[config.mk]
export PLATFORM = sky130hd
export DESIGN_NAME = alu_core
export DESIGN_NICKNAME = d
export VERILOG_FILES = /design/src/rv_pipe_pkg.sv /design/src/rv_isa_pkg.sv /design/src/alu_core.sv /design/src/exec_stage.sv /design/src/reg_file.sv /design/src/inst_decoder.sv
export VERILOG_INCLUDE_DIRS = /design/src
export SDC_FILE = /design/constraint.sdc
export NUM_CORES = 2
export LEC_CHECK = 0
export BUFFER_PORTS_ARGS = -buffer_cell sky130_fd_sc_hd__buf_4
export CORE_MARGIN = 4
export CORE_UTILIZATION = 30
export CTS_BUF_LIST = sky130_fd_sc_hd__clkbuf_4 sky130_fd_sc_hd__clkbuf_8
export DETAILED_ROUTE_END_ITERATION = 10
export PLACE_DENSITY_LB_ADDON = 0.08
export SETUP_SLACK_MARGIN = 0.5
export SYNTH_ARGS = -nofsm -noshare
export SYNTH_HDL_FRONTEND = slang
export SYNTH_SLANG_ARGS = --single-unit
[constraint.sdc]
create_clock -name clk -period 7.65 [get_ports clk]
set_clock_uncertainty 0.05 [all_clocks]
set_input_delay 1.1475 -clock clk [delete_from_list [all_inputs] [get_ports clk]]
set_output_delay 1.1475 -clock clk [all_outputs]
set_load 0.05 [all_outputs]
[src/core_config.svh]
`ifndef CORE_CONFIG_SVH
`define CORE_CONFIG_SVH

// --------------------
// datapath sizing

// integer datapath width
`define XLEN 32

// architectural register count
`define RF_DEPTH 32

// bits needed to index the register file
`define RF_ADDR_W 5

`endif
[src/rv_pipe_pkg.sv]
`include "core_config.svh"

package rv_pipe_pkg;

    // --------------------
    // alu operations

    typedef enum logic [3:0] {
        ALU_ADD  = 4'd0,
        ALU_SUB  = 4'd1,
        ALU_AND  = 4'd2,
        ALU_OR   = 4'd3,
        ALU_XOR  = 4'd4,
        ALU_SLT  = 4'd5,
        ALU_SLTU = 4'd6,
        ALU_SLL  = 4'd7,
        ALU_SRL  = 4'd8,
        ALU_SRA  = 4'd9
    } alu_op_t;

    // --------------------
    // stage bundles

    // decode to execute
    typedef struct packed {
        alu_op_t               alu_op;
        logic [`RF_ADDR_W-1:0] rd;
        logic [`RF_ADDR_W-1:0] rs1;
        logic [`RF_ADDR_W-1:0] rs2;
        // source actually read, gates forwarding
        logic                  rs1_used;
        logic                  rs2_used;
        logic [`XLEN-1:0]      operand_a;
        logic [`XLEN-1:0]      operand_b;
    } dec_exe_t;

    // retirement record, also the register file write port
    typedef struct packed {
        logic [`RF_ADDR_W-1:0] rd;
        logic [`XLEN-1:0]      result;
    } retire_t;

endpackage

[src/rv_isa_pkg.sv]
`include "core_config.svh"

package rv_isa_pkg;

    // --------------------
    // major opcodes kept by this core

    typedef enum logic [6:0] {
        OPC_OP     = 7'b0110011,
        OPC_OP_IMM = 7'b0010011,
        OPC_LUI    = 7'b0110111
    } opcode_t;

    // funct3 encodings of the integer ops
    typedef enum logic [2:0] {
        F3_ADD_SUB = 3'b000,
        F3_SLL     = 3'b001,
        F3_SLT     = 3'b010,
        F3_SLTU    = 3'b011,
        F3_XOR     = 3'b100,
        F3_SRL_SRA = 3'b101,
        F3_OR      = 3'b110,
        F3_AND     = 3'b111
    } funct3_t;

    // funct7 values for register-register ops
    localparam logic [6:0] F7_BASE = 7'b0000000;
    // selects SUB and SRA
    localparam logic [6:0] F7_ALT  = 7'b0100000;

    // --------------------
    // instruction word views

    // register-register layout
    typedef struct packed {
        logic [6:0]            funct7;
        logic [`RF_ADDR_W-1:0] rs2;
        logic [`RF_ADDR_W-1:0] rs1;
        funct3_t               funct3;
        logic [`RF_ADDR_W-1:0] rd;
        opcode_t               opcode;
    } r_fields_t;

    // immediate layout, LUI takes bits 31:12 from imm, rs1 and funct3
    typedef struct packed {
        logic [11:0]           imm;
        logic [`RF_ADDR_W-1:0] rs1;
        funct3_t               funct3;
        logic [`RF_ADDR_W-1:0] rd;
        opcode_t               opcode;
    } i_fields_t;

    // one 32-bit word, decoded by opcode
    typedef union packed {
        r_fields_t r;
        i_fields_t i;
    } inst_word_t;

endpackage

[src/alu_core.sv]
`include "core_config.svh"

module alu_core (
    input  logic                    clk,
    input  logic                    rst,
    input  logic                    inst_valid_i,
    input  rv_isa_pkg::inst_word_t  inst_i,
    output logic                    retire_valid_o,
    output rv_pipe_pkg::retire_t    retire_o
);

    logic [`RF_ADDR_W-1:0] rs1_addr;
    logic [`RF_ADDR_W-1:0] rs2_addr;
    logic [`XLEN-1:0]      rs1_data;
    logic [`XLEN-1:0]      rs2_data;
    logic                  dec_valid;
    rv_pipe_pkg::dec_exe_t dec;

    // --------------------
    // decode

    inst_decoder u_dec (
        .clk          (clk),
        .rst          (rst),
        .inst_valid_i (inst_valid_i),
        .inst_i       (inst_i),
        .rs1_addr_o   (rs1_addr),
        .rs2_addr_o   (rs2_addr),
        .rs1_data_i   (rs1_data),
        .rs2_data_i   (rs2_data),
        .dec_valid_o  (dec_valid),
        .dec_o        (dec)
    );

    // write port fed by the retirement record
    reg_file u_rf (
        .clk        (clk),
        .rst        (rst),
        .rd1_addr_i (rs1_addr),
        .rd2_addr_i (rs2_addr),
        .rd1_data_o (rs1_data),
        .rd2_data_o (rs2_data),
        .wr_valid_i (retire_valid_o),
        .wr_i       (retire_o)
    );

    // --------------------
    // execute and writeback

    exec_stage u_exe (
        .clk            (clk),
        .rst            (rst),
        .dec_valid_i    (dec_valid),
        .dec_i          (dec),
        .retire_valid_o (retire_valid_o),
        .retire_o       (retire_o)
    );

endmodule

[src/exec_stage.sv]
`include "core_config.svh"

module exec_stage (
    input  logic                    clk,
    input  logic                    rst,
    input  logic                    dec_valid_i,
    input  rv_pipe_pkg::dec_exe_t   dec_i,
    output logic                    retire_valid_o,
    output rv_pipe_pkg::retire_t    retire_o
);

    logic                 fwd_a;
    logic                 fwd_b;
    logic                 wb_live;
    logic [`XLEN-1:0]     op_a;
    logic [`XLEN-1:0]     op_b;
    logic [4:0]           shamt;
    logic [`XLEN-1:0]     alu_res;
    rv_pipe_pkg::retire_t retire_d;

    // --------------------
    // operand forwarding

    // previous instruction sits in the retire register this cycle
    assign wb_live = retire_valid_o && (retire_o.rd != '0);

    assign fwd_a = wb_live && dec_i.rs1_used && (dec_i.rs1 == retire_o.rd);
    assign fwd_b = wb_live && dec_i.rs2_used && (dec_i.rs2 == retire_o.rd);

    assign op_a = fwd_a ? retire_o.result : dec_i.operand_a;
    assign op_b = fwd_b ? retire_o.result : dec_i.operand_b;

    // --------------------
    // alu

    // shift amount from low bits only
    assign shamt = op_b[4:0];

    always_comb begin
        case (dec_i.alu_op)
            rv_pipe_pkg::ALU_ADD: begin
                alu_res = op_a + op_b;
            end
            rv_pipe_pkg::ALU_SUB: begin
                alu_res = op_a - op_b;
            end
            rv_pipe_pkg::ALU_AND: begin
                alu_res = op_a & op_b;
            end
            rv_pipe_pkg::ALU_OR: begin
                alu_res = op_a | op_b;
            end
            rv_pipe_pkg::ALU_XOR: begin
                alu_res = op_a ^ op_b;
            end
            rv_pipe_pkg::ALU_SLT: begin
                alu_res = {{(`XLEN-1){1'b0}}, ($signed(op_a) < $signed(op_b))};
            end
            rv_pipe_pkg::ALU_SLTU: begin
                alu_res = {{(`XLEN-1){1'b0}}, (op_a < op_b)};
            end
            rv_pipe_pkg::ALU_SLL: begin
                alu_res = op_a << shamt;
            end
            rv_pipe_pkg::ALU_SRL: begin
                alu_res = op_a >> shamt;
            end
            rv_pipe_pkg::ALU_SRA: begin
                // sign bit fills from the left
                alu_res = $unsigned($signed(op_a) >>> shamt);
            end
            default: begin
                alu_res = '0;
            end
        endcase
    end

    // --------------------
    // execute/writeback register

    assign retire_d.rd     = dec_i.rd;
    assign retire_d.result = alu_res;

    always_ff @(posedge clk) begin
        if (rst) begin
            retire_valid_o <= 1'b0;
        end else begin
            retire_valid_o <= dec_valid_i;
        end
    end

    // record held between retirements
    always_ff @(posedge clk) begin
        if (dec_valid_i) begin
            retire_o <= retire_d;
        end
    end

endmodule

[src/reg_file.sv]
`include "core_config.svh"

module reg_file (
    input  logic                    clk,
    input  logic                    rst,
    input  logic [`RF_ADDR_W-1:0]   rd1_addr_i,
    input  logic [`RF_ADDR_W-1:0]   rd2_addr_i,
    output logic [`XLEN-1:0]        rd1_data_o,
    output logic [`XLEN-1:0]        rd2_data_o,
    input  logic                    wr_valid_i,
    input  rv_pipe_pkg::retire_t    wr_i
);

    logic [`XLEN-1:0] regs [`RF_DEPTH];
    logic             wr_en;

    // x0 is never written
    assign wr_en = wr_valid_i && (wr_i.rd != '0);

    // --------------------
    // write port

    always_ff @(posedge clk) begin
        if (rst) begin
            for (int i = 0; i < `RF_DEPTH; i++) begin
                regs[i] <= '0;
            end
        end else if (wr_en) begin
            regs[wr_i.rd] <= wr_i.result;
        end
    end

    // --------------------
    // read ports, write-first

    function automatic logic [`XLEN-1:0] read_port(input logic [`RF_ADDR_W-1:0] addr);
        logic [`XLEN-1:0] data;
        if (addr == '0) begin
            data = '0;
        end else if (wr_en && (wr_i.rd == addr)) begin
            data = wr_i.result;
        end else begin
            data = regs[addr];
        end
        return data;
    endfunction

    always_comb begin
        rd1_data_o = read_port(rd1_addr_i);
        rd2_data_o = read_port(rd2_addr_i);
    end

endmodule

[src/inst_decoder.sv]
`include "core_config.svh"

module inst_decoder (
    input  logic                    clk,
    input  logic                    rst,
    input  logic                    inst_valid_i,
    input  rv_isa_pkg::inst_word_t  inst_i,
    output logic [`RF_ADDR_W-1:0]   rs1_addr_o,
    output logic [`RF_ADDR_W-1:0]   rs2_addr_o,
    input  logic [`XLEN-1:0]        rs1_data_i,
    input  logic [`XLEN-1:0]        rs2_data_i,
    output logic                    dec_valid_o,
    output rv_pipe_pkg::dec_exe_t   dec_o
);

    rv_pipe_pkg::alu_op_t  alu_op_d;
    rv_pipe_pkg::dec_exe_t dec_d;
    logic                  supported_d;
    logic                  rs1_used_d;
    logic                  rs2_used_d;
    logic                  is_lui;
    logic                  funct7_alt;
    logic                  r_legal;
    logic [`XLEN-1:0]      imm_i;
    logic [`XLEN-1:0]      imm_u;

    // --------------------
    // field decode

    assign funct7_alt = (inst_i.r.funct7 == rv_isa_pkg::F7_ALT);

    // alt funct7 only exists for SUB and SRA
    assign r_legal = (inst_i.r.funct7 == rv_isa_pkg::F7_BASE) ||
                     (funct7_alt && ((inst_i.r.funct3 == rv_isa_pkg::F3_ADD_SUB) ||
                                     (inst_i.r.funct3 == rv_isa_pkg::F3_SRL_SRA)));

    always_comb begin
        alu_op_d    = rv_pipe_pkg::ALU_ADD;
        supported_d = 1'b0;
        rs1_used_d  = 1'b0;
        rs2_used_d  = 1'b0;
        is_lui      = 1'b0;
        case (inst_i.r.opcode)
            rv_isa_pkg::OPC_OP: begin
                supported_d = r_legal;
                rs1_used_d  = 1'b1;
                rs2_used_d  = 1'b1;
                case (inst_i.r.funct3)
                    rv_isa_pkg::F3_ADD_SUB:
                        alu_op_d = funct7_alt ? rv_pipe_pkg::ALU_SUB : rv_pipe_pkg::ALU_ADD;
                    rv_isa_pkg::F3_SRL_SRA:
                        alu_op_d = funct7_alt ? rv_pipe_pkg::ALU_SRA : rv_pipe_pkg::ALU_SRL;
                    rv_isa_pkg::F3_SLL:  alu_op_d = rv_pipe_pkg::ALU_SLL;
                    rv_isa_pkg::F3_SLT:  alu_op_d = rv_pipe_pkg::ALU_SLT;
                    rv_isa_pkg::F3_SLTU: alu_op_d = rv_pipe_pkg::ALU_SLTU;
                    rv_isa_pkg::F3_XOR:  alu_op_d = rv_pipe_pkg::ALU_XOR;
                    rv_isa_pkg::F3_OR:   alu_op_d = rv_pipe_pkg::ALU_OR;
                    default:             alu_op_d = rv_pipe_pkg::ALU_AND;
                endcase
            end
            rv_isa_pkg::OPC_OP_IMM: begin
                rs1_used_d  = 1'b1;
                supported_d = 1'b1;
                // immediate shifts and SLTIU are not kept
                case (inst_i.i.funct3)
                    rv_isa_pkg::F3_ADD_SUB: alu_op_d = rv_pipe_pkg::ALU_ADD;
                    rv_isa_pkg::F3_SLT:     alu_op_d = rv_pipe_pkg::ALU_SLT;
                    rv_isa_pkg::F3_XOR:     alu_op_d = rv_pipe_pkg::ALU_XOR;
                    rv_isa_pkg::F3_OR:      alu_op_d = rv_pipe_pkg::ALU_OR;
                    rv_isa_pkg::F3_AND:     alu_op_d = rv_pipe_pkg::ALU_AND;
                    default:                supported_d = 1'b0;
                endcase
            end
            rv_isa_pkg::OPC_LUI: begin
                supported_d = 1'b1;
                is_lui      = 1'b1;
            end
            default: supported_d = 1'b0;
        endcase
    end

    // unused sources read x0
    assign rs1_addr_o = rs1_used_d ? inst_i.r.rs1 : '0;
    assign rs2_addr_o = rs2_used_d ? inst_i.r.rs2 : '0;

    // --------------------
    // immediates and operands

    assign imm_i = {{(`XLEN-12){inst_i.i.imm[11]}}, inst_i.i.imm};
    assign imm_u = {inst_i.i.imm, inst_i.i.rs1, inst_i.i.funct3, {12{1'b0}}};

    always_comb begin
        dec_d.alu_op    = alu_op_d;
        dec_d.rd        = inst_i.r.rd;
        // raw source fields, the used flags qualify them
        dec_d.rs1       = inst_i.r.rs1;
        dec_d.rs2       = inst_i.r.rs2;
        dec_d.rs1_used  = rs1_used_d;
        dec_d.rs2_used  = rs2_used_d;
        // LUI computes 0 + upper immediate
        dec_d.operand_a = is_lui ? '0 : rs1_data_i;
        if (is_lui) begin
            dec_d.operand_b = imm_u;
        end else if (rs2_used_d) begin
            dec_d.operand_b = rs2_data_i;
        end else begin
            dec_d.operand_b = imm_i;
        end
    end

    // --------------------
    // decode/execute register

    always_ff @(posedge clk) begin
        if (rst) begin
            dec_valid_o <= 1'b0;
        end else begin
            dec_valid_o <= inst_valid_i && supported_d;
        end
    end

    always_ff @(posedge clk) begin
        if (inst_valid_i) begin
            dec_o <= dec_d;
        end
    end

endmodule

==> Word level (Yosys, flattened, before mapping) <==
Memories as Yosys holds them, arrays and structs flattened.
Index checks and enable logic that the tools add are counted.
{ "totals": {"input_bits": 35, "ff_bits": 124, "ram_bits": 1024, "output_inout_bits": 38, "wordCells": 97, "mem_count": 1} }
{ "mem_list": {"columns": ["name", "words", "word_bits", "read_ports", "rd_ports_with_merged_regs", "write_ports", "line", "source"], "rows": [
  ["u_rf.regs", 32, 32, 2, 0, 32, "reg_file.sv:14", "logic [`XLEN-1:0] regs [`RF_DEPTH];"]
]} }
{ "classes": {"shift": 3, "mux": 28, "add_sub_neg": 2, "n_reduce_logical": 21, "magnitude_cmp": 2, "bitwise": 3, "n_eq_ne": 24} }
{ "op_table": {"columns": ["cell", "n"], "rows": [
  ["32-bit case mux with 10 select lines", 1],
  ["32-bit 2-to-1 mux", 8],
  ["32-bit less-than comparator", 2],
  ["32-bit adder", 1],
  ["32-bit AND", 1],
  ["32-bit bitwise OR", 1],
  ["32-bit OR reduction", 1],
  ["32-bit by 5-bit left shift with 32-bit output", 1],
  ["32-bit by 5-bit >> shifter with 32-bit output", 1],
  ["32-bit by 5-bit >>> shifter with 32-bit output", 1],
  ["32-bit subtractor", 1],
  ["32-bit XOR", 1],
  ["4-bit case mux with 7 select lines", 1],
  ["7-bit by 6-bit equality test with 1-bit output, second input constant", 3],
  ["5-bit equality test", 4],
  ["4-bit by 3-bit equality test with 1-bit output, second input constant", 4],
  ["5-bit 2-to-1 mux", 3],
  ["3-bit equality test, second input constant", 4],
  ["1-bit 2-to-1 mux", 12],
  ["3-bit case mux with 4 select lines", 1],
  ["5-bit logical NOT", 2],
  ["1-bit logical AND", 9],
  ["4-bit by 2-bit equality test with 1-bit output, second input constant", 2],
  ["4-bit equality test, second input constant", 2],
  ["other kinds (13)", 16]
]} }

==> Depth between registers and ports, before layout <==
{ "logic_depth": {"depth_word": 9, "mapped_depth": 23, "ltp_nobuf": 18} }

==> Hierarchy <==
A second synthesis with hierarchy kept.
{ "hier_totals": {"cells_unflattened": 5851, "area_unflattened_um2": 71090.7} }
{ "modules_own_cells": {"columns": ["module", "instances", "area_each_um2", "cells_per_inst", "seq_area_each_um2"], "rows": [
  ["reg_file", 1, 55723.4, 3918, 30749.5],
  ["exec_stage", 1, 11711.2, 1684, 1131.1],
  ["inst_decoder", 1, 3656.0, 249, 2572.5]
]} }

==> Worst setup path before layout <==
No wires, ideal clock.
{ "synth_path": {"path_kind": "reg-to-reg", "startpoint": "reg, netlist name u_exe.retire_o[32]", "endpoint": "reg, netlist name u_exe.retire_o[27]", "required_ns": 7.334, "arrival_time_ns": 5.227, "path_slack_ns": 2.108, "setup_time_ns": 0.266, "stages_incl_launch_ff": 22, "n_path_buf": 4, "period_less_slack_ns": 5.542, "cell_sequence": "edfxtp_1 -> buf_4 -> xor2_1 -> a211o_4 -> nor2_2 -> mux2i_1 -> inv_1 -> buf_2 -> buf_1 -> clkbuf_1 -> ha_1 -> nor2b_1 -> o21ai_0 -> o22ai_1 -> a2111o_1 -> a31oi_1 -> o21ai_1 -> a21oi_1 -> o31ai_1 -> a211o_1 -> a41o_1 -> or3b_1"} }
{ "synth_via": {"elab_chain_len": 7, "elab_cells_between_ends": 19, "cone_classes": "add/sub (2); eq/ne (2); shift (3); mux (3); bitwise (3); reduce/logical (6)"} }
{ "synth_lines": {"columns": ["element", "line", "source"], "rows": [
  ["5-bit nonzero test", "exec_stage.sv:25", "assign wb_live = retire_valid_o && (retire_o.rd != '0);"],
  ["1-bit logical AND", "exec_stage.sv:25", null],
  ["1-bit logical AND (on tied branches) (2 in series)", "exec_stage.sv:27, exec_stage.sv:28", null],
  ["32-bit 2-to-1 mux (on tied branches)", "exec_stage.sv:30, exec_stage.sv:31", null],
  ["32-bit subtractor (tied with other cells)", "exec_stage.sv:45", "alu_res = op_a - op_b;"],
  ["32-bit case mux with 10 select lines (*)", "exec_stage.sv:40", "case (dec_i.alu_op)"],
  ["via u_exe.alu_res[27]", "exec_stage.sv:18", "logic [`XLEN-1:0] alu_res;"]
]} }
The timed path passes the listed nets; every way through them passes the cells marked *.
A chain may end at the register's enable or synchronous reset.

==> Final worst setup path <==
{ "layout_path": {"startpoint": "reg, netlist name u_exe.retire_o[33]", "endpoint": "reg, netlist name u_exe.retire_o[27]"} }
{ "layout_via": {"elab_chain_len": 7, "elab_cells_between_ends": 19, "cone_classes": "add/sub (2); eq/ne (2); shift (3); mux (3); bitwise (3); reduce/logical (6)"} }
{ "layout_lines": {"columns": ["element", "line"], "rows": [
  ["5-bit nonzero test", "exec_stage.sv:25"],
  ["1-bit logical AND", "exec_stage.sv:25"],
  ["1-bit logical AND (on tied branches) (2 in series)", "exec_stage.sv:27, exec_stage.sv:28"],
  ["32-bit 2-to-1 mux (on tied branches)", "exec_stage.sv:30, exec_stage.sv:31"],
  ["32-bit subtractor (tied with other cells)", "exec_stage.sv:45"],
  ["32-bit case mux with 10 select lines (*)", "exec_stage.sv:40"],
  ["via u_exe.alu_res[27]", "exec_stage.sv:18"]
]} }
Marks and branches as above.

==> flow_results.org <==
** Hold path
- The path class of the tightest hold or removal check is in2reg.
- Along the worst hold path, the cell count comes to 1.

** Flow run
- Number of max-cap violations :: 0

** Clocking
- After clock tree synthesis, the clock-pin slew on the worst setup and hold paths is approximately 0.07 ns.
- CTS built an H-tree with a depth of 4.
- At the later pin of the worst-skew pair, clock insertion delay measures 1.05 ns.
- In this run the deepest clock path goes through 3 buffers.
- Total CTS buffers :: between 200 and 250
- Clock sink count :: 1148
- Clock tree from TritonCTS :: yes
- Number of setup buffers added after CTS :: 0
- The number of hold buffers added after CTS was 0.
- Number of cells upsized or downsized after cts :: 0
- Clock root cell :: clkbuf_8

** Setup path
- STA classifies the critical path startpoint as a flop.
- Crit path required time :: 8.38 ns
- The cell that appears most often on the critical path is nand2_1.
- STA classifies the critical path endpoint as a flop.
- Traced cell by cell, the critical path runs through nor2_1 > a211oi_2 > nand2_1 > buf_4 > nand2_1 > nand2_1 > ha_1 > a21o_1 > a31oi_1 > nor2_1 > a2111o_1 > a31oi_1 > o21ai_1 > a21oi_1 > o31ai_1 > a211o_1 > a41o_1 > or3b_1.
- Count of cells along the worst register-to-register path :: 18
- Worst path max stage delay :: approximately 0.8 ns
- Type of the worst setup path :: reg2reg
- Critical path's slowest cell :: edfxtp_1
- Counting both buffers and inverters, the worst setup path holds a total of 1.
- The endpoint identified for the worst register-to-register timing path is u_exe.retire_o[27]$_DFFE_PP_.
- For flop-to-flop paths, the worst setup slack is around 1.1 ns.
- In this run the worst setup path terminates at u_exe.retire_o[27]$_DFFE_PP_.
- Data arrives at the worst endpoint at between 7 and 8 ns.
- Counting buffers and inverters, the worst setup path is 18 cells deep.
- CP Launch Point :: u_exe.retire_o[33]$_DFFE_PP_
- Critical R2R Launch :: u_exe.retire_o[33]$_DFFE_PP_
- Kind of cell adding the most delay to the critical path :: compound AO/OA/AOI/OAI gates
- Along the worst path, the maximum fanout reaches 17.

** Yosys
- Ys flop type :: edfxtp_1
- The largest total area in the synthesized netlist belongs to edfxtp_1.
- Each instance of the synthesized netlist takes up on average 10.1 µm².
- Share of synthesized flip-flops with an asynchronous set or reset :: 0%
- Post-synthesis sequential area ratio :: between 40 and 50%
- Yosys instantiated no cell more often than edfxtp_1.
- Yosys printed 0 warnings.
- In this run, synthesis inferred 1146 flip-flops with an integrated enable.
- Largest cells by area after synthesis :: edfxtp_1, and2_1, mux2i_1
- Synthesis inferred 1148 register bits.
- Netlist cell types :: 102
- After synthesis the cells add up to ~71000 µm².
- Synthesis produced a netlist whose cell count is 6984.
- Most frequent cells after synthesis :: edfxtp_1, and2_1, nand2_1
- Share of Yosys cell area claimed by the top area cell type :: about half

** STA
- Fmax :: 153 MHz
- At the pin with the least slew margin, the transition time is roughly 1.4 ns.
- Final slew viol count :: 0
- Setup violations remaining at the end of the flow were counted as 0.
- Min Clock Period, post-route :: around 6.5 ns
- RSZ-0062 raised after global routing :: no
- Endpoints failing hold :: 0
- Summed over all failing endpoints, the final setup total negative slack is 0 ns.
- Tightest slew margin relative to the limit :: between 4 and 5%
- The worst path uses approximately 85% of the clock period.

** Cells and area
- Relative area change from synthesis to final layout :: 12.4%
- Final #Nets :: about 7000
- Seq. cell area :: ~34000 µm²
- In the final layout, the share of cells above drive strength 1 is ~16%.
- Final non-filler cell area :: 79300 µm²
- The multi-input combinational cells in the finished layout cover a total of 33400 µm².
- Fill cells in the final layout number roughly 23000.

** Power and ir drop
- Power density over the cells :: 191 nW/µm²
- Power Total :: around 15 mW
- IR analysis of the VDD net gives a maximum drop of 0.151 mV.
- For this design the static power due to leakage is 28.2 nW.

** Route
- For this block, the routed nets add up to ~370000 µm of wire.
- Count of TritonRoute iterations in the first routing pass :: 6
- In the routed design, unresolved DRC markers number 0.
- Routed vias :: a little over 60000
- Remaining antenna violation count after routing :: 0
- Routed wire per std cell :: roughly 37 µm
- Initial DRC Count :: ~8500
- After detailed routing, the number of vias per cell comes to 6.03.

** Floorplan
- Area of the core :: between 200000 and 250000 µm²
- The die is 493 µm tall.
- Num ports :: 73
- Site row count :: about 180
- DIE AREA :: about 240000 µm²
- Horizontal die dimension :: approximately 490 µm
- Once the floorplan was initialized, standard cells occupied 30.2% of the core.

** GRT
- Global-route wire length before repair :: just over 500000 µm
- Across every metal layer, demand over resource in global routing totals 29.8%.
- Final global-route overflow total :: 0
- The number of global-route vias before repair is 59300.
- Number of antenna violations at the first check in global routing :: 36
- Pin count of the biggest net entering global routing :: 87

** Placement
- HPWL after detailed placement :: roughly 240000 µm
- Placed inst area :: 74900 µm²
- GP Congestion :: 0.967
- In this run the tool buffered the top-level ports with 72 buffer cells.

** Outcome
- The flow ran to the end, and the final reports show no timing, DRC or antenna violations.
where the power goes:
part | internal (mW) | switching [mW]
combinational | 0.432 | 1.06
clock | 3.27 | 3.04
sequential | 7.16 | 0.158
total | 10.9 | 4.26
layer usage:
metal	vias up	GRT usage, %	part of all wire [%]
li1	25900	-	-
met1	31100	39.7	41
met2	3505	45.6	44
met3	744	6.84	9.3
met4	6	14.5	5.4
met5	-	0	0.011
placed cells by master (no fill, tap or decap), types with 35 or more instances in the layout:
master	n
clkbuf_8	224
ha_1	97
buf_4	297
nand3_1	66
a211oi_1	104
a21o_1	35
nor2_1	267
or2_2	35
mux2i_1	324
a221oi_1	262
inv_1	96
a221o_1	117
nor3_1	419
a21oi_1	331
edfxtp_1	1146
a31oi_1	163
mux2_2	249
clkinv_1	50
o21ai_0	150
o211ai_1	43
and2_1	876
clkbuf_4	98
o22ai_1	70
o221ai_1	141
nand2_1	760
layout make-up:
| type | count | share of cell area (%) |
|---|---|---|
| timing repair buffer | 324 | 3.44 |
| antenna | 13 | 0.0410 |
| multi-input combinational | 5021 | 42.1 |
| clock inverter | 85 | 0.712 |
| inverter | 102 | 0.483 |
| clock buffer | 320 | 4.79 |
| sequential | 1148 | 43.4 |
| tap | 3132 | 4.94 |
kinds of logic after synthesis:
logic type / synth area share, %
multiplexers: 8.68
buffers and inverters: 4.62
AO/OA/AOI/OAI: 16.7
adder cells (fa/ha/maj): 1.79
XOR/XNOR: 0.497
other: 0.00532
flip-flops: 48.8
AND/OR/NAND/NOR: 18.8
state kept, by name (all words and copies together), names as in the netlist:
signal                flops
u_rf.regs              1024
u_dec.dec_o              85
u_exe.retire_o           37
u_dec.dec_valid_o         1
u_exe.retire_valid_o      1
worst min path at each step:
stage / startpoint / end / slack [ns]
after floorplan: u_dec.dec_o[76]$_DFFE_PP_ / u_exe.retire_o[32]$_DFFE_PP_ / 0.35
after global placement: u_dec.dec_o[77]$_DFFE_PP_ / u_exe.retire_o[33]$_DFFE_PP_ / 0.40
after detailed placement: u_dec.dec_o[77]$_DFFE_PP_ / u_exe.retire_o[33]$_DFFE_PP_ / 0.37
after CTS: inst_i[7] / u_dec.dec_o[76]$_DFFE_PP_ / 0.13
after global routing: inst_i[8] / u_dec.dec_o[77]$_DFFE_PP_ / 0.17
final: inst_i[7] / u_dec.dec_o[76]$_DFFE_PP_ / 0.23
stage by stage:
step | instances | hold slack, ns | util, % | worst slack [ns]
2_1_floorplan | 7015 | 0.350 | - | 2.11
3_3_place_gp | 9726 | 0.400 | 32.1 | 1.33
3_5_place_dp | 9726 | 0.368 | 32.1 | 1.33
4_1_cts | 10100 | 0.130 | 34.0 | 1.28
5_1_grt | 10100 | 0.173 | 34.0 | 0.932
6_report | 10100 | 0.231 | 34.0 | 1.12
Power figures use the tool's default switching activity.
